===== src/verilog/bm_start_ctrl.sv =====
// Start is edge detected so a held-high calc_start_i restarts only once; finish waits for tx idle
`timescale 1ns/1ps

module bm_start_ctrl (
  input  logic clk,
  input  logic rst_n,
  input  logic calc_start_i,   // Rising edge begins a run
  input  logic calc_finish_i,  // Stop at next packet boundary
  input  logic tx_idle_i,      // TX FSM idle
  output logic init_o,         // One-cycle restart pulse
  output logic run_o,          // Transmit enable level
  output logic done_o          // Finished and idle
);

  logic start_q;     // Registered start input
  logic start_qq;    // Previous start sample
  logic start_edge;  // Rising edge seen
  logic init_d1;     // Init delayed one cycle
  logic finish_q;    // Finish requested

  assign start_edge = start_q & ~start_qq;

  // Edge detect and init pulse
  always_ff @(posedge clk or negedge rst_n) begin
    if (!rst_n) begin
      start_q  <= 1'b0;
      start_qq <= 1'b0;
      init_o   <= 1'b0;
      init_d1  <= 1'b0;
    end else begin
      start_q  <= calc_start_i;
      start_qq <= start_q;
      init_o   <= start_edge;  // One cycle after the edge
      init_d1  <= init_o;
    end
  end

  // Run rises two cycles after init
  always_ff @(posedge clk or negedge rst_n) begin
    if (!rst_n) begin
      run_o <= 1'b0;
    end else if (start_edge || calc_finish_i) begin
      run_o <= 1'b0;  // Hold off during restart
    end else if (init_d1 && !finish_q) begin
      run_o <= 1'b1;
    end
  end

  always_ff @(posedge clk or negedge rst_n) begin
    if (!rst_n) begin
      finish_q <= 1'b0;
    end else if (start_edge) begin
      finish_q <= 1'b0;  // New run clears finish
    end else if (calc_finish_i) begin
      finish_q <= 1'b1;
    end
  end

  assign done_o = finish_q & tx_idle_i;  // Current packet has drained

  a_init_single : assert property (@(posedge clk) disable iff (!rst_n)
    init_o |=> !init_o);

endmodule


===== config.mk =====
export PLATFORM = sky130hd
export DESIGN_NAME = bm_start_ctrl
export DESIGN_NICKNAME = d
export VERILOG_FILES = /design/src/verilog/bm_start_ctrl.sv
export SDC_FILE = /design/constraint.sdc
export NUM_CORES = 1
export LEC_CHECK = 0
export ABC_AREA = 1
export BUFFER_PORTS_ARGS = -buffer_cell sky130_fd_sc_hd__buf_2
export CORE_AREA = 2 2 39 41
export CTS_CLUSTER_DIAMETER = 200
export DETAILED_ROUTE_END_ITERATION = 16
export DIE_AREA = 0 0 41 43
export PLACE_DENSITY = 0.35
export SLEW_MARGIN = 20
export SYNTH_ARGS = -nofsm -noshare
export SYNTH_HDL_FRONTEND = slang
export SYNTH_SLANG_ARGS = --single-unit

===== constraint.sdc =====
create_clock -name clk -period 1 [get_ports clk]
set_clock_uncertainty 0.2 [all_clocks]
set_input_delay 0.05 -clock clk [delete_from_list [all_inputs] [get_ports clk]]
set_output_delay 0.05 -clock clk [all_outputs]
set_load 0.02 [all_outputs]

==> impl_metrics.py <==
metrics = {
    "synth": {
        "synth-seq-area-share": 0.750,
        "synthXorXnorAreaFrac": 0,
        "syn-mean-instance-area_um2": 11.8,
        "synth_seq_cells": 6,
        "yosysWarnings": 0,
        "synth_mux_area_frac": 0,
        "netlist_area_um2": 200,
        "synth-compound-area-share": 0.0688,
        "yosys.area_share.adder": 0,
        "netlist_instances": 17,
        "synthTopCellsByArea": "dfrtp_1 75%, inv_1 7.5%, a21oi_2 4.4%",
        "synth.top_cell.area_share": 0.750,
        "yosysTopAreaCell": "dfrtp_1",
        "synth_top_family_by_area": "buffers and inverters",
        "synthesis.nets": 22,
        "synth-simple-area-share": 0.0875,
        "synth_cell_types": 8,
    },
    "drt": {
        "vias": 145,
        "ant_nets": 0,
        "routedWlPerCell_um": 7.33,
        "post-route-drc-count": 0,
        "wirelength_um": 337,
        "drt_iter0_markers": 1,
        "drt_pass1_iterations": 2,
        "vias_per_cell": 3.15,
    },
    "clock_tree": {
        "cts_sinks": 6,
        "htreeDepth": 1,
        "clk_latency_ps": 240,
        "post-cts-setup-buffers": 0,
        "cts-hold-fix-buffers": 3,
        "clockBufferDepth": 2,
        "clk_pin_slew_worst_paths_ps": 40,
        "numCtsBuffers": 3,
        "cts_tree": "yes",
        "root_buffer": "clkbuf_4",
    },
    "place": {
        "io_buffer_count": 7,
        "post-dp-hpwl_um": 230,
        "dpl.cell_count": 40,
        "place.gp.congestion": 0.601,
    },
    "run_status": {
        "violations": "negative hold slack, negative setup slack",
        "status": "finished, violations left",
    },
    "timing": {
        "fin_setup_tns_ps": -95.8,
        "hold_viol_final": 6,
        "relSlewSlack": 0.909,
        "fin_ws_ps": -84.7,
        "setup_violations": 3,
        "fmax_ghz": 0.922,
        "whs_ps": -46.2,
        "worstMarginPinSlew_ps": 137,
        "slew_viol_final": 0,
        "rsz0062_at_grt": "yes",
        "fin_crit_sh": 1.08,
        "period_minus_slack_ps": 1080,
    },
    "layout": {
        "final_util": 0.236,
        "n_antenna_cell": 0,
        "fin_nets": 37,
        "instances_no_fill": 46,
        "final_cell_mix": "6 x dfrtp_1, 4 x inv_1, 4 x buf_2",
        "area_growth_pct": 63.1,
        "drive_gt1_frac": 0.433,
        "final_common_cell": "dfrtp_1",
        "fillerInstances": 154,
    },
    "grt": {
        "overflow": 0,
        "grt_max_degree": 7,
        "grt_pass1_wl_um": 593,
        "grt_pass1_vias": 154,
        "grt_use_total": 0.0598,
        "antenna_found_initial": 0,
    },
    "worst_setup_path": {
        "crit_path_start_kind": "flip-flop",
        "critPathTopFamily": "flip-flops",
        "crit_path_max_incr_delay_ps": 370,
        "critPathArrivalTime_ps": 830,
        "worstSetupEndpointType": "output pin",
        "path_cells": "nand2_1 > inv_1 > buf_6",
        "crit_buf_inv": 2,
        "required_ps": 750,
        "crit_path_max_fanout": 2,
        "cp_slowest_cell": "dfrtp_1",
        "worstSetupPathType": "reg -> out",
    },
    "floorplan": {
        "die_h_um": 43,
        "core_um2": 1380,
        "ios": 8,
        "dieArea_um2": 1760,
        "start_util": 0.145,
        "die-width_um": 41,
        "row_count": 14,
    },
    "pwr": {
        "ir_worst_vdd_mv": 0.572,
        "leakage_uw": 0.000177,
        "pwr_density_cell_nw_per_um2": 1660,
    },
    "job": {
        "drv_cap": 0,
    },
    "worst_hold_path": {
        "worstHoldPathType": "in -> async",
    },
}
## per-stage QoR
step	total power, uW	cell area (um2)	worst slack [ps]	hold slack (ps)
final	542	327	-84.7	-46.2
after global routing	581	327	-147	-24.7
after CTS	558	327	-97.5	-52.6
after detailed placement	312	255	109	-320
after global placement	312	255	134	-323
after floorplan	291	200	78.3	-446
## timing repair
item | in CTS | in global routing
hold endpoints to repair | 9 | 6
cloned | 0 | 0
resized for setup | 6 | 0
endpoints found under the setup margin | 3 | 3
## worst register-to-register path: stages, from the launching register on
cell and delay, ps:
dfrtp_1 340, inv_1 70, a21oi_1 120, nor2_1 50
## logic make-up after synthesis
family                 after synthesis
DFF                                  6
AOI/OAI and AO/OA                    2
and+or+nand+nor                      4
buffers and inverters                5
## Yosys cell counts (all sizes together)
| master | number |
|---|---|
| a21oi | 2 |
| dfrtp | 6 |
| inv | 5 |
| nand2 | 3 |
| nor2 | 1 |
## sequential cells by signal, summed over array words and instances (netlist names)
register	flops
finish_q	1
run_o	1
init_d1	1
start_qq	1
start_q	1
init_o	1
## path summary, 6_finish.rpt
path / end / cells past startpoint / slack [ps] / from
worst max-delay path: done_o / 3 / -80 / finish_q
worst min-delay path: finish_q / 2 / -50 / rst_n
worst max register to register: run_o / 3 / 110 / finish_q
worst min register to register: init_d1 / 0 / 190 / init_o
max in group asynchronous: init_o / 2 / 500 / rst_n
min in group clk: done_o / 4 / 180 / tx_idle_i
## power by group
| group | internal (uW) | total [uW] | switching [uW] |
|---|---|---|---|
| clock network | 135 | 215 | 80.0 |
| logic | 32.4 | 62.5 | 30.0 |
| registers | 257 | 264 | 6.84 |
| total | 425 | 542 | 117 |
## per-layer routing
| metal | track usage | vias to the layer above | routed length [um] |
|---|---|---|---|
| li1 | - | 75 | - |
| met1 | 0.0598 | 60 | 149 |
| met2 | 0.0625 | 10 | 138 |
| met3 | 0.0785 | 0 | 49 |
| met4 | 0.0400 | 0 | 0 |
| met5 | 0 | - | 0 |
## final cells by class
| cell class | count | area, um2 | area share |
|---|---|---|---|
| Clock buffer | 3 | 22.5 | 0.0690 |
| Timing Repair Buffer | 10 | 83.8 | 0.257 |
| Inverter | 5 | 18.8 | 0.0575 |
| Sequential cell | 6 | 150 | 0.460 |
| Tap cell | 16 | 20.0 | 0.0613 |
| Multi-Input combinational cell | 6 | 31.3 | 0.0958 |
Note: power is estimated with default switching activity, not from simulation.
