<file path="src/common/bm_pkg.sv">
// Word and timestamp widths are fixed at 64 bits and the header layout assumes SEQ_W <= 16
package bm_pkg;

  ////////////////////////////////////////////////////////////////////////////
  // Data types
  ////////////////////////////////////////////////////////////////////////////

  typedef logic [63:0] word_t;  // Stream and FIFO data word
  typedef logic [63:0] ts_t;    // Timestamp or latency in cycles
  typedef logic [31:0] len_t;   // Payload length in words

  ////////////////////////////////////////////////////////////////////////////
  // Header layout
  ////////////////////////////////////////////////////////////////////////////

  // Sequence number sits in the low bits and the length field above it
  // All header bits outside these two fields are zero
  localparam int HDR_SEQ_LSB = 0;   // Sequence number start bit
  localparam int HDR_LEN_LSB = 16;  // Payload length start bit

  // 8 bits of sequence number give a 256 entry timestamp memory
  localparam int SEQ_W_DEFAULT = 8;

  ////////////////////////////////////////////////////////////////////////////
  // FSM encodings
  ////////////////////////////////////////////////////////////////////////////

  typedef enum logic [1:0] {
    TX_IDLE = 2'd0,  // Waiting for run
    TX_HDR  = 2'd1,  // Header word on the stream
    TX_PAY  = 2'd2   // Payload words from the read FIFO
  } tx_state_e;

  typedef enum logic {
    RX_HDR = 1'b0,  // Next beat is a header
    RX_PAY = 1'b1   // Next beat is payload
  } rx_state_e;

endpackage

</file>
<file path="src/rx/bm_rx_engine.sv">
// No back-pressure on the echo stream; latency is valid only if the echoed seq was sent this run
`timescale 1ns/1ps

module bm_rx_engine import bm_pkg::*; #(
  parameter int SEQ_W = SEQ_W_DEFAULT  // Sequence number width
) (
  input  logic             clk,
  input  logic             rst_n,
  input  logic             init_i,          // Resync to header
  input  logic             rx_valid_i,
  input  word_t            rx_data_i,
  input  logic             rx_last_i,
  input  ts_t              ts_now_i,        // Arrival time source
  input  ts_t              ts_rd_data_i,    // Stored send time
  output logic             ts_rd_en_o,
  output logic [SEQ_W-1:0] ts_rd_addr_o,
  output logic             fifo_wr_en_o,
  output word_t            fifo_wr_data_o,
  output logic             lat_valid_o,
  output logic [SEQ_W-1:0] lat_seq_o,
  output ts_t              lat_value_o
);

  rx_state_e        state_q;
  logic             hdr_beat;   // Header accepted this cycle
  logic             pay_beat;   // Payload accepted this cycle
  logic             s1_valid_q;
  logic [SEQ_W-1:0] s1_seq_q;   // Seq while memory read is in flight
  ts_t              s1_ts_q;    // Arrival time of header

  assign hdr_beat = rx_valid_i && (state_q == RX_HDR);
  assign pay_beat = rx_valid_i && (state_q == RX_PAY);

  ////////////////////////////////////////////////////////////////////////////
  // Beat framing
  ////////////////////////////////////////////////////////////////////////////

  always_ff @(posedge clk or negedge rst_n) begin
    if (!rst_n) begin
      state_q <= RX_HDR;
    end else if (init_i) begin
      state_q <= RX_HDR;
    end else if (rx_valid_i) begin
      state_q <= rx_last_i ? RX_HDR : RX_PAY;  // Last beat ends the packet
    end
  end

  // Payload forwarded one cycle later
  always_ff @(posedge clk or negedge rst_n) begin
    if (!rst_n) begin
      fifo_wr_en_o <= 1'b0;
    end else begin
      fifo_wr_en_o <= pay_beat;
    end
  end

  always_ff @(posedge clk) begin
    fifo_wr_data_o <= rx_data_i;
  end

  ////////////////////////////////////////////////////////////////////////////
  // Latency pipeline
  ////////////////////////////////////////////////////////////////////////////

  // Fetch the send time for the echoed sequence number
  assign ts_rd_en_o   = hdr_beat;
  assign ts_rd_addr_o = rx_data_i[HDR_SEQ_LSB +: SEQ_W];

  always_ff @(posedge clk or negedge rst_n) begin
    if (!rst_n) begin
      s1_valid_q  <= 1'b0;
      lat_valid_o <= 1'b0;
    end else begin
      s1_valid_q  <= hdr_beat;    // Memory data lands here
      lat_valid_o <= s1_valid_q;  // Two cycles after header
    end
  end

  always_ff @(posedge clk) begin
    if (hdr_beat) begin
      s1_seq_q <= ts_rd_addr_o;
      s1_ts_q  <= ts_now_i;
    end
    if (s1_valid_q) begin
      lat_seq_o   <= s1_seq_q;
      lat_value_o <= s1_ts_q - ts_rd_data_i;  // Round trip in cycles
    end
  end

  a_lat_valid_known : assert property (@(posedge clk) disable iff (!rst_n)
    !$isunknown(lat_valid_o));

endmodule

</file>
<file path="config.mk">
export PLATFORM = sky130hd
export DESIGN_NAME = bm_rx_engine
export DESIGN_NICKNAME = d
export VERILOG_FILES = /design/src/common/bm_pkg.sv /design/src/rx/bm_rx_engine.sv
export SDC_FILE = /design/constraint.sdc
export NUM_CORES = 1
export LEC_CHECK = 0
export BUFFER_PORTS_ARGS = -buffer_cell sky130_fd_sc_hd__clkbuf_2
export CAP_MARGIN = 20
export CORE_MARGIN = 10
export CORE_UTILIZATION = 54
export DETAILED_ROUTE_END_ITERATION = 7
export PLACE_DENSITY_LB_ADDON = 0.15
export SKIP_LAST_GASP = 1
export SLEW_MARGIN = 10
export SYNTH_ARGS = -nofsm -noshare
export SYNTH_HDL_FRONTEND = slang
export SYNTH_SLANG_ARGS = --single-unit
export TNS_END_PERCENT = 50
</file>
<file path="constraint.sdc">
create_clock -name clk -period 8.2 [get_ports clk]
set_input_delay 0.41 -clock clk [delete_from_list [all_inputs] [get_ports clk]]
set_output_delay 0.41 -clock clk [all_outputs]
set_load 0.005 [all_outputs]
</file>
==> results.md <==
* Fillcell total at around 1300
* Row count at 49
* PnR worst setup slack at around 5 ns
* Post-cts sizing count at 0
* Worst R2R Path Depth at 10
* Ant diodes at 0
* Vias in the first global route at between 8000 and 9000
* Die width at between 150 and 200 um
* Min-Delay Endpoint: state_q
* Seq. cell area at between 0.005 and 0.006 mm2
* Worst setup SP type: flip-flop
* Pleak at roughly 5.9 nW
* Remaining DRCs at 0
* Max rail drop VDD at 0.000194 V
* Pre-CTS setup slack at 4.75 ns
* Die area at around 0.024 mm2
* Reg2reg setup slack at between 4 and 5 ns
* Sink Count at approximately 210
* Die H at approximately 150 um
* R2r endpoint: lat_value_o[41]
* Hold Fails Final Rpt at 0
* Final min period at approximately 3.3 ns
* H-tree depth at 1
* Final ANT Viol Nets at 0
* Multi-input combinational cell area at ~0.0036 mm2
* Critical path peak fanout at 7
* Layout area overhead at 32.3%
* Critical path class: flip-flop to flip-flop
* Synth top area share at between 40% and 50%
* Yosys warns at 0
* Wire length of the first global-routing pass at around 47000 um
* 1st-pass router iterations at 7
* Number of port buffers at about 340
* Period utilisation layout at about two fifths
* Synth cell types at 56
* Fraction of registers with async set/reset at under 10%
* CTS tree: built
* Effective utilization at floorplan at roughly 55%
* Cells on Worst Hold Path at 2
* Largest net degree at the start of global routing at between 70 and 80
* CTS Buf Count at 23
* Worst r2r src: s1_ts_q[11]
* Worst Path Required at roughly 8.5 ns
* Iter 0 DRT Violations at 429
* Root Driver: clkbuf_16
* Most frequent cells in the layout: 343 x clkbuf_2, 144 x edfxtp_1, 84 x a21oi_1
* Yosys reg bits at approximately 210
* RSZ-0062 raised after global routing: false
* GRT Total Usage at 24.8%
* Final setup viols at 0
* Layout cells sized above 1 at about a third
* Area leader, netlist: edfxtp_1
* Worst Hold Launch: init_i
* Syn nets at between 1000 and 1500
* Hpwl dp at around 23000 um
* Average size of a mapped cell at 11.5 um2
* Slew @ Worst Pin at 1.05 ns
* Routability-driven placement congestion ratio at ~0.92
* Final Skew at 0.00985 ns
* Fmax at 302 MHz
* Avg Vias per Cell at 5.37
* Total congestion overflow at 0
* Synth top area cells: edfxtp_1 44%, dfxtp_1 13%, ha_1 8.1%, a21oi_1 4.3%, xnor2_1 3.0%
* Post-DR wirelength/cell at a little over 20 um
* Hold crit path type: input port to flip-flop
* Ys flop type: edfxtp_1
* Nets at 1502
* Core Box Area at around 0.018 mm2
* Synth Instances at about 850
* Worst rel slew slack at 30.0%
* Worst setup EP type: flip-flop
* Fin. max-slew vios at 0
* PD cells at 220 mW/mm2
* Outcome: finished, final reports clean
* Number of synthesized flops with an enable pin at approximately 140
* CTS Buffer Depth at 3
* Most common cell after layout, fill and taps aside: clkbuf_2
* Clk slew on worst S/H paths at roughly 0.060 ns
* Initial antenna violation count at 0
* I/O pin count at ~340
* Final WL at about 31000 um
* Post-Syn Area at between 0.009 and 0.01 mm2
* Routed vias at between 7000 and 8000
* Setup TNS at 0 ns
* Clk_lat worst skew at ~0.52 ns
* Sequential fraction of the synthesis area at roughly three fifths
* Max cap viols at 0
* Worst EP arrival at around 3.6 ns
how the worst max path moves through the flow:
| stage | from | to | slack [ns] | depth (start not counted) |
|---|---|---|---|---|
| after global placement | ts_rd_data_i[11] | lat_value_o[41] | 4.73 | 12 |
| final | s1_ts_q[11] | lat_value_o[41] | 4.89 | 10 |
| after floorplan | state_q | s1_seq_q[0] | 4.00 | 1 |
| after detailed placement | ts_rd_data_i[11] | lat_value_o[41] | 4.75 | 12 |
| after global routing | s1_ts_q[11] | lat_value_o[41] | 4.65 | 10 |
| after CTS | s1_ts_q[11] | lat_value_o[41] | 4.88 | 10 |
synth_stat cells, types with 12 or more instances:
cell / count
xor2_1: 27
nor2_1: 46
ha_1: 63
nand4_1: 23
o21ai_0: 47
a21oi_1: 84
xnor2_1: 34
inv_1: 79
dfxtp_1: 64
clkbuf_1: 13
edfxtp_1: 144
nand3_1: 12
nand2_1: 58
a21o_1: 16
through the flow:
step | total power [mW] | cells | utilization (%) | hold WS [ns] | area [um2]
detailed placement | 1.80 | 1388 | 64.7 | 0.221 | 11600
global route | 2.96 | 1487 | 72.2 | 0.0277 | 12900
global placement | 1.79 | 1388 | 64.7 | 0.219 | 11600
floorplan | 1.60 | 849 | - | 0.114 | 9770
finish | 2.85 | 1487 | 72.2 | 0.0352 | 12900
CTS | 2.85 | 1487 | 72.2 | 0.00402 | 12900
flip-flops by register name (all words and copies together) (netlist names):
register / flops
s1_valid_q: 1
s1_seq_q: 8
lat_value_o: 64
s1_ts_q: 64
lat_valid_o: 1
state_q: 1
fifo_wr_data_o: 64
fifo_wr_en_o: 1
lat_seq_o: 8
per-layer routing:
layer  GRT usage [%]  up-vias  wire length (um)
met3            8.43       72              2890
met1            26.0     3722             10800
met2            44.9      371             16000
met4            9.27        0              1170
li1                -     3825                 -
met5               0        -                 0
critical path, cell delays in order, from the launching register on:
cell	delay, ns
edfxtp_1	0.37
ha_1	0.38
a21oi_1	0.33
nor2b_1	0.10
a311oi_1	0.31
o31ai_2	0.20
a2111oi_2	0.51
o21bai_1	0.21
a41oi_1	0.39
o21bai_1	0.12
xor2_1	0.15
power breakdown:
part	total (mW)	switching (mW)	internal, mW
registers	1.30	0.0445	1.26
clock network	1.04	0.429	0.609
logic	0.507	0.284	0.223
total	2.85	0.757	2.09
cells by family after synthesis:
kind of cell,synth area share (%)
flip-flops,58.4
buffers and inverters,5.10
AO/OA/AOI/OAI,13.5
AND/OR/NAND/NOR,9.10
adder cells (fa/ha/maj),8.28
multiplexers,0.102
XOR/XNOR,5.47
layout make-up:
| cell class | instances | share of cell area, % |
|---|---|---|
| flip-flops and latches | 212 | 44.2 |
| well taps | 229 | 2.22 |
| clock inverters | 8 | 0.630 |
| repair buffers | 401 | 17.8 |
| clock buffers | 34 | 5.25 |
| multi-input cells | 524 | 27.6 |
| inverters | 79 | 2.30 |
timing repair:
action,4_1_cts,5_1_grt
buffers inserted,0,0
endpoints found under the setup margin,0,0
hold buffers,57,0
endpoints found under the hold margin,60,0
(Power assumes the default switching activity.)
