==> config.mk <==
export PLATFORM = sky130hd
export DESIGN_NAME = bm_tx_engine
export DESIGN_NICKNAME = d
export VERILOG_FILES = /design/src/common/bm_pkg.sv /design/src/tx/bm_tx_engine.sv
export SDC_FILE = /design/constraint.sdc
export NUM_CORES = 1
export LEC_CHECK = 0
export BUFFER_PORTS_ARGS = -buffer_cell sky130_fd_sc_hd__clkbuf_2
export CORE_MARGIN = 4
export CORE_UTILIZATION = 54
export DETAILED_ROUTE_END_ITERATION = 8
export GPL_TIMING_DRIVEN = 1
export PLACE_DENSITY = 0.87
export SKIP_CTS_REPAIR_TIMING = 1
export SYNTH_ARGS = -nofsm -noshare
export SYNTH_HDL_FRONTEND = slang
export SYNTH_SLANG_ARGS = --single-unit
==> constraint.sdc <==
create_clock -name clk -period 6.92 [get_ports clk]
set_input_delay 1.384 -clock clk [delete_from_list [all_inputs] [get_ports clk]]
set_output_delay 1.384 -clock clk [all_outputs]
set_load 0.005 [all_outputs]
==> src/common/bm_pkg.sv <==
// Word and timestamp widths are fixed at 64 bits and the header layout assumes SEQ_W <= 16
package bm_pkg;

  ////////////////////////////////////////////////////////////////////////////
  // Data types
  ////////////////////////////////////////////////////////////////////////////

  typedef logic [63:0] word_t;  // Stream and FIFO data word
  typedef logic [63:0] ts_t;    // Timestamp or latency in cycles
  typedef logic [31:0] len_t;   // Payload length in words

  ////////////////////////////////////////////////////////////////////////////
  // Header layout
  ////////////////////////////////////////////////////////////////////////////

  // Sequence number sits in the low bits and the length field above it
  // All header bits outside these two fields are zero
  localparam int HDR_SEQ_LSB = 0;   // Sequence number start bit
  localparam int HDR_LEN_LSB = 16;  // Payload length start bit

  // 8 bits of sequence number give a 256 entry timestamp memory
  localparam int SEQ_W_DEFAULT = 8;

  ////////////////////////////////////////////////////////////////////////////
  // FSM encodings
  ////////////////////////////////////////////////////////////////////////////

  typedef enum logic [1:0] {
    TX_IDLE = 2'd0,  // Waiting for run
    TX_HDR  = 2'd1,  // Header word on the stream
    TX_PAY  = 2'd2   // Payload words from the read FIFO
  } tx_state_e;

  typedef enum logic {
    RX_HDR = 1'b0,  // Next beat is a header
    RX_PAY = 1'b1   // Next beat is payload
  } rx_state_e;

endpackage

==> src/tx/bm_tx_engine.sv <==
// FIFO must be FWFT; init restarts the counters but lets a packet in flight complete
`timescale 1ns/1ps

module bm_tx_engine import bm_pkg::*; #(
  parameter int SEQ_W = SEQ_W_DEFAULT  // Sequence number width
) (
  input  logic             clk,
  input  logic             rst_n,
  input  logic             init_i,          // Restart counters
  input  logic             run_i,           // Allow new packets
  input  len_t             packet_len_i,    // Payload words per packet
  input  word_t            fifo_rd_data_i,  // FWFT head word
  input  logic             fifo_empty_i,
  input  logic             tx_ready_i,
  output logic             fifo_rd_en_o,    // Pop on payload transfer
  output logic             tx_valid_o,
  output word_t            tx_data_o,
  output logic             tx_last_o,
  output logic             tx_idle_o,
  output ts_t              ts_now_o,        // Current cycle count
  output logic             ts_wr_en_o,      // Header transferred
  output logic [SEQ_W-1:0] ts_wr_addr_o,
  output ts_t              ts_wr_data_o
);

  tx_state_e        state_q;
  ts_t              ts_cnt_q;    // Free-running timestamp
  logic [SEQ_W-1:0] seq_q;       // Sequence number of next header
  len_t             len_q;       // Length latched at packet start
  len_t             beat_cnt_q;  // Payload words still to send
  word_t            hdr_word;
  logic             hdr_xfer;    // Header accepted downstream
  logic             pay_xfer;    // Payload word accepted downstream

  ////////////////////////////////////////////////////////////////////////////
  // Timestamp and sequence counters
  ////////////////////////////////////////////////////////////////////////////

  always_ff @(posedge clk or negedge rst_n) begin
    if (!rst_n) begin
      ts_cnt_q <= '0;
    end else if (init_i) begin
      ts_cnt_q <= '0;
    end else begin
      ts_cnt_q <= ts_cnt_q + 1'b1;  // Counts every cycle
    end
  end

  always_ff @(posedge clk or negedge rst_n) begin
    if (!rst_n) begin
      seq_q <= '0;
    end else if (init_i) begin
      seq_q <= '0;
    end else if (hdr_xfer) begin
      seq_q <= seq_q + 1'b1;  // Wraps at 2**SEQ_W
    end
  end

  ////////////////////////////////////////////////////////////////////////////
  // Packet FSM
  ////////////////////////////////////////////////////////////////////////////

  assign hdr_xfer = (state_q == TX_HDR) && tx_ready_i;
  assign pay_xfer = (state_q == TX_PAY) && !fifo_empty_i && tx_ready_i;

  always_ff @(posedge clk or negedge rst_n) begin
    if (!rst_n) begin
      state_q    <= TX_IDLE;
      beat_cnt_q <= '0;
    end else begin
      case (state_q)
        TX_IDLE: begin
          if (run_i) begin
            state_q <= TX_HDR;  // Header next cycle
          end
        end
        TX_HDR: begin
          if (hdr_xfer) begin
            beat_cnt_q <= len_q;
            state_q    <= (len_q == '0) ? TX_IDLE : TX_PAY;  // Zero length is header only
          end
        end
        TX_PAY: begin
          if (pay_xfer) begin
            beat_cnt_q <= beat_cnt_q - 1'b1;
            if (beat_cnt_q == len_t'(1)) begin
              state_q <= TX_IDLE;
            end
          end
        end
        default: state_q <= TX_IDLE;
      endcase
    end
  end

  // Length sampled once per packet
  always_ff @(posedge clk) begin
    if (state_q == TX_IDLE && run_i) begin
      len_q <= packet_len_i;
    end
  end

  ////////////////////////////////////////////////////////////////////////////
  // Stream outputs
  ////////////////////////////////////////////////////////////////////////////

  always_comb begin
    hdr_word                                 = '0;
    hdr_word[HDR_SEQ_LSB +: SEQ_W]           = seq_q;
    hdr_word[HDR_LEN_LSB +: $bits(len_t)]    = len_q;
  end

  assign tx_valid_o   = (state_q == TX_HDR) || ((state_q == TX_PAY) && !fifo_empty_i);
  assign tx_data_o    = (state_q == TX_PAY) ? fifo_rd_data_i : hdr_word;
  assign tx_last_o    = (state_q == TX_PAY) ? (beat_cnt_q == len_t'(1)) : (len_q == '0);
  assign fifo_rd_en_o = pay_xfer;
  assign tx_idle_o    = (state_q == TX_IDLE);

  // Send time recorded as the header leaves
  assign ts_now_o     = ts_cnt_q;
  assign ts_wr_en_o   = hdr_xfer;
  assign ts_wr_addr_o = seq_q;
  assign ts_wr_data_o = ts_cnt_q;

  a_stall_stable : assert property (@(posedge clk) disable iff (!rst_n)
    (tx_valid_o && !tx_ready_i && !init_i) |=> ($stable(tx_data_o) && $stable(tx_last_o)));

endmodule

==> parameters.txt <==
Parameter                              Value

CTS
  Clock Latency Late Sink ... 0.42 ns
  H-tree depth ... 4
  Clock-pin slew reported for the worst setup and hold paths after clock tree synthesis ... 0.06 ns
  Clock tree from TritonCTS ... done
  CTS Root Cell ... sky130_fd_sc_hd__clkbuf_16
  Number of buffers created by CTS ... 17
  Sinks on the clock net ... 138
  Number of buffers on the longest clock path ... 2

Layout
  Ant. Diodes ... 0
  Number of filler cells placed in the layout ... 1162
  Share of post-route cells with drive strength above 1 ... 31.12%
  Number of nets in the finished design ... 1253
  Relative area change from synthesis to final layout ... 21.60%
  Final core utilization ... 67.44%

Timing
  F_max ... 235.0 MHz
  Normalized max-slew margin ... 27.19%
  Setup repair after global routing missed its margin ... no
  Count of endpoints failing setup in the final report ... 0
  Worst-case clock skew ... 0.009224 ns
  Tightest Pin Transition ... 1.090 ns
  Period utilization ... 61.48%
  Crit path time final ... 4.254 ns
  Setup_tns ... 0 ns
  Final hold violations ... 0
  Final Max Slew Viols ... 0

Power and ir drop
  VDD IR-drop max ... 0.1972 mV
  Leakage dissipation ... 4.568 nW
  Power Density ... 294.5 nW/um2
  Internal power component ... 1.920 mW
  Sequential share of power ... 39.0%
  Relative contribution of the clock network to total power ... 32.7%
  Net Switching ... 0.9784 mW
  Proportion of total power due to net switching ... 33.76%
  Combinational share of power ... 28.3%

Yosys
  Netlist area before placement ... 8092 um2
  Number of storage elements in the synthesis netlist ... 138
  Fraction of synthesis flops using an asynchronous set or reset pin ... 76.81%
  Instance count of the mapped netlist ... 933
  Post-Syn Area per Cell ... 8.673 um2
  Count of flip-flops with a built-in enable after synthesis ... 32
  Ranking of synthesized cells by area ... sky130_fd_sc_hd__dfrtp_1, sky130_fd_sc_hd__edfxtp_1, sky130_fd_sc_hd__nand2_1
  Main synth FF type ... sky130_fd_sc_hd__dfrtp_1
  Area leader, netlist ... sky130_fd_sc_hd__dfrtp_1
  Number of distinct library cells after synthesis ... 64
  Count of synthesis-stage warnings from yosys ... 0
  Syn nets ... 1039
  Share of Yosys cell area claimed by the top area cell type ... 32.78%
  Sequential area share after synthesis ... 44.66%

GRT
  Global-route wire length before repair ... 35.64 mm
  Global route total overflow ... 0
  Via count of the first global-routing pass ... 7166
  Tot GR Track Use ... 26.36%
  Initial antenna violation count ... 0
  Maximum number of pins on one net before global-route repair ... 74

Placement
  Weighted congestion reported at the end of routability-driven placement ... 0.8907
  Half-perimeter wire length after placement ... 16.27 mm
  Number of buffer cells added on primary ports ... 306

Floorplanning
  Row count ... 44
  Horizontal die dimension ... 130.4 um
  Die area ... 17010 um2
  Ports placed on the boundary ... 307
  Core ar. ... 14590 um2
  Die Height ... 130.4 um
  Initial cell density of the core ... 55.46%

Critical path
  Slowest library cell on the worst path ... sky130_fd_sc_hd__nor2b_4
  Kind of critical path ... reg2out
  Data required time of the worst path ... 5.54 ns
  CP cell instances ... nor2b_4, buf_4, nor3_1, a31o_2, clkbuf_2
  Top Family by Delay on Critical Path ... simple AND/OR/NAND/NOR gates
  Critical Path Start Type ... register
  Worst-path maximum fanout ... 63
  Critical Path End Type ... output pin
  Data arrival time of the critical path ... 2.87 ns
  Largest stage delay on the critical path ... 0.92 ns
  Critical path buffer and inverter count ... 2

Detailed routing
  Antenna viol nets, final ... 0
  Starting DRT DRC Count ... 774
  First drt pass iteration count ... 5
  Via count ... 7832
  Post-detailed-route via-to-cell ratio ... 5.827
  Final WL ... 23.05 mm
  Number of remaining DRC errors ... 0
  Wire length per cell after detailed routing ... 17.15 um

Min path
  Path class of the lowest-slack min-delay path ... reg2reg

Outcome
  Result of the run ... completed

Job
  Total of max-cap violations ... 0
cell usage in the layout, fill, tap and decap left out, types with 26 or more instances in the layout:
master	Yosys	routed
sky130_fd_sc_hd__and2_1	28	28
sky130_fd_sc_hd__edfxtp_1	32	32
sky130_fd_sc_hd__o21ai_0	47	47
sky130_fd_sc_hd__nand2_1	160	160
sky130_fd_sc_hd__nand3_1	32	32
sky130_fd_sc_hd__dfrtp_1	106	106
sky130_fd_sc_hd__a21oi_1	50	50
sky130_fd_sc_hd__nor2_1	81	81
sky130_fd_sc_hd__nor4_1	26	26
sky130_fd_sc_hd__clkbuf_2	0	305
path summary, 6_finish.rpt:
| check | start | to | slack, ns | cells after the start |
|---|---|---|---|---|
| worst max-delay path | state_q[1]$_DFFE_PN0P_ | tx_last_o | 2.67 | 5 |
| worst min-delay path | beat_cnt_q[31]$_DFFE_PN0P_ | beat_cnt_q[31]$_DFFE_PN0P_ | 0.51 | 1 |
| worst max register to register | ts_now_o[0]$_DFF_PN0_ | ts_now_o[46]$_DFF_PN0_ | 4.25 | 6 |
| worst min register to register | beat_cnt_q[31]$_DFFE_PN0P_ | beat_cnt_q[31]$_DFFE_PN0P_ | 0.51 | 1 |
| max in group asynchronous | rst_n | ts_now_o[54]$_DFF_PN0_ | 4.69 | 2 |
| min in group asynchronous | rst_n | beat_cnt_q[20]$_DFFE_PN0P_ | 0.98 | 1 |
synth_stat cells (3+ instances only):
| library cell | n |
|---|---|
| sky130_fd_sc_hd__a22oi_1 | 6 |
| sky130_fd_sc_hd__o31ai_1 | 15 |
| sky130_fd_sc_hd__inv_1 | 13 |
| sky130_fd_sc_hd__and4_1 | 8 |
| sky130_fd_sc_hd__or2_2 | 4 |
| sky130_fd_sc_hd__o22a_1 | 3 |
| sky130_fd_sc_hd__and2_1 | 28 |
| sky130_fd_sc_hd__nand3b_1 | 3 |
| sky130_fd_sc_hd__a2bb2oi_1 | 7 |
| sky130_fd_sc_hd__nor2b_1 | 4 |
| sky130_fd_sc_hd__or3_1 | 16 |
| sky130_fd_sc_hd__o21a_1 | 3 |
| sky130_fd_sc_hd__nor3b_1 | 4 |
| sky130_fd_sc_hd__buf_4 | 64 |
| sky130_fd_sc_hd__nand2_1 | 160 |
| sky130_fd_sc_hd__o22ai_1 | 6 |
| sky130_fd_sc_hd__xnor2_1 | 23 |
| sky130_fd_sc_hd__nand4_1 | 22 |
| sky130_fd_sc_hd__or4_1 | 24 |
| sky130_fd_sc_hd__a31oi_1 | 5 |
| sky130_fd_sc_hd__and3_1 | 8 |
| sky130_fd_sc_hd__nor3_1 | 25 |
| sky130_fd_sc_hd__dfrtp_1 | 106 |
| sky130_fd_sc_hd__nand3_1 | 32 |
| sky130_fd_sc_hd__nor2_1 | 81 |
| sky130_fd_sc_hd__xor2_1 | 17 |
| sky130_fd_sc_hd__ha_1 | 4 |
| sky130_fd_sc_hd__edfxtp_1 | 32 |
| sky130_fd_sc_hd__nor4_1 | 26 |
| sky130_fd_sc_hd__clkbuf_1 | 46 |
| sky130_fd_sc_hd__o21ai_0 | 47 |
| sky130_fd_sc_hd__a21oi_1 | 50 |
| sky130_fd_sc_hd__buf_1 | 3 |
power by group through the flow:
| stage | clock [mW] | sequential (mW) | combinational (mW) |
|---|---|---|---|
| after floorplan | 0 | 1.09 | 0.552 |
| after global placement | 0 | 1.13 | 0.791 |
| after detailed placement | 0 | 1.14 | 0.816 |
| after CTS | 0.955 | 1.13 | 0.824 |
| after global routing | 0.991 | 1.15 | 0.927 |
| final | 0.947 | 1.13 | 0.821 |
sequential cells by signal, summed over array words and instances, names as in the netlist:
| register | count |
|---|---|
| beat_cnt_q | 32 |
| ts_wr_addr_o | 8 |
| ts_now_o | 64 |
| len_q | 32 |
| state_q | 2 |
stage by stage:
| stage | instances | cell area (um2) | power [mW] | hold WS, ns | setup slack [ns] |
|---|---|---|---|---|---|
| after floorplan | 933 | 8092 | 1.640 | 0.4608 | 3.723 |
| after CTS | 1344 | 9839 | 2.905 | 0.5185 | 2.676 |
| final | 1344 | 9839 | 2.898 | 0.5142 | 2.666 |
| after global placement | 1312 | 9218 | 1.922 | 0.4869 | 3.079 |
| after detailed placement | 1312 | 9218 | 1.955 | 0.5073 | 3.062 |
| after global routing | 1344 | 9839 | 3.066 | 0.5440 | 2.474 |
area by class of cell:
type	count	area [um2]	area share, %
Clock inverter	5	77.57	0.7884
Multi-Input combinational cell	664	3742	38.03
Sequential cell	138	3613	36.72
Timing Repair Buffer	312	1579	16.05
Inverter	14	52.55	0.5341
Clock buffer	27	544.3	5.532
Tap cell	184	230.2	2.340
worst register-to-register path: cells and delay by family, from the launching register on:
kind / cells / cell delay [ns]
AO/OA/AOI/OAI: 1 / 0.17
AND/OR/NAND/NOR: 4 / 1.76
flip-flops: 1 / 0.44
adder cells (fa/ha/maj): 1 / 0.21
cells by family (layout without fill, tap and decap cells):
kind of cell             Yosys count  count (layout)  synth area share [%]
adder cells (fa/ha/maj)            4               4                0.6185
AO/OA/AOI/OAI                    159             159                 11.91
XOR/XNOR                          40              40                 4.330
flip-flops                       138             138                 44.66
AND/OR/NAND/NOR                  460             460                 29.10
buffers and inverters            131             358                 9.262
multiplexers                       1               1                0.1237
per-layer routing:
metal,global-route usage [%],share of wire (%)
met1,33.59,39
met2,44.96,50
met3,6.016,8.9
met4,8.348,1.8
met5,0,0
Note: power is estimated with default switching activity, not from simulation.
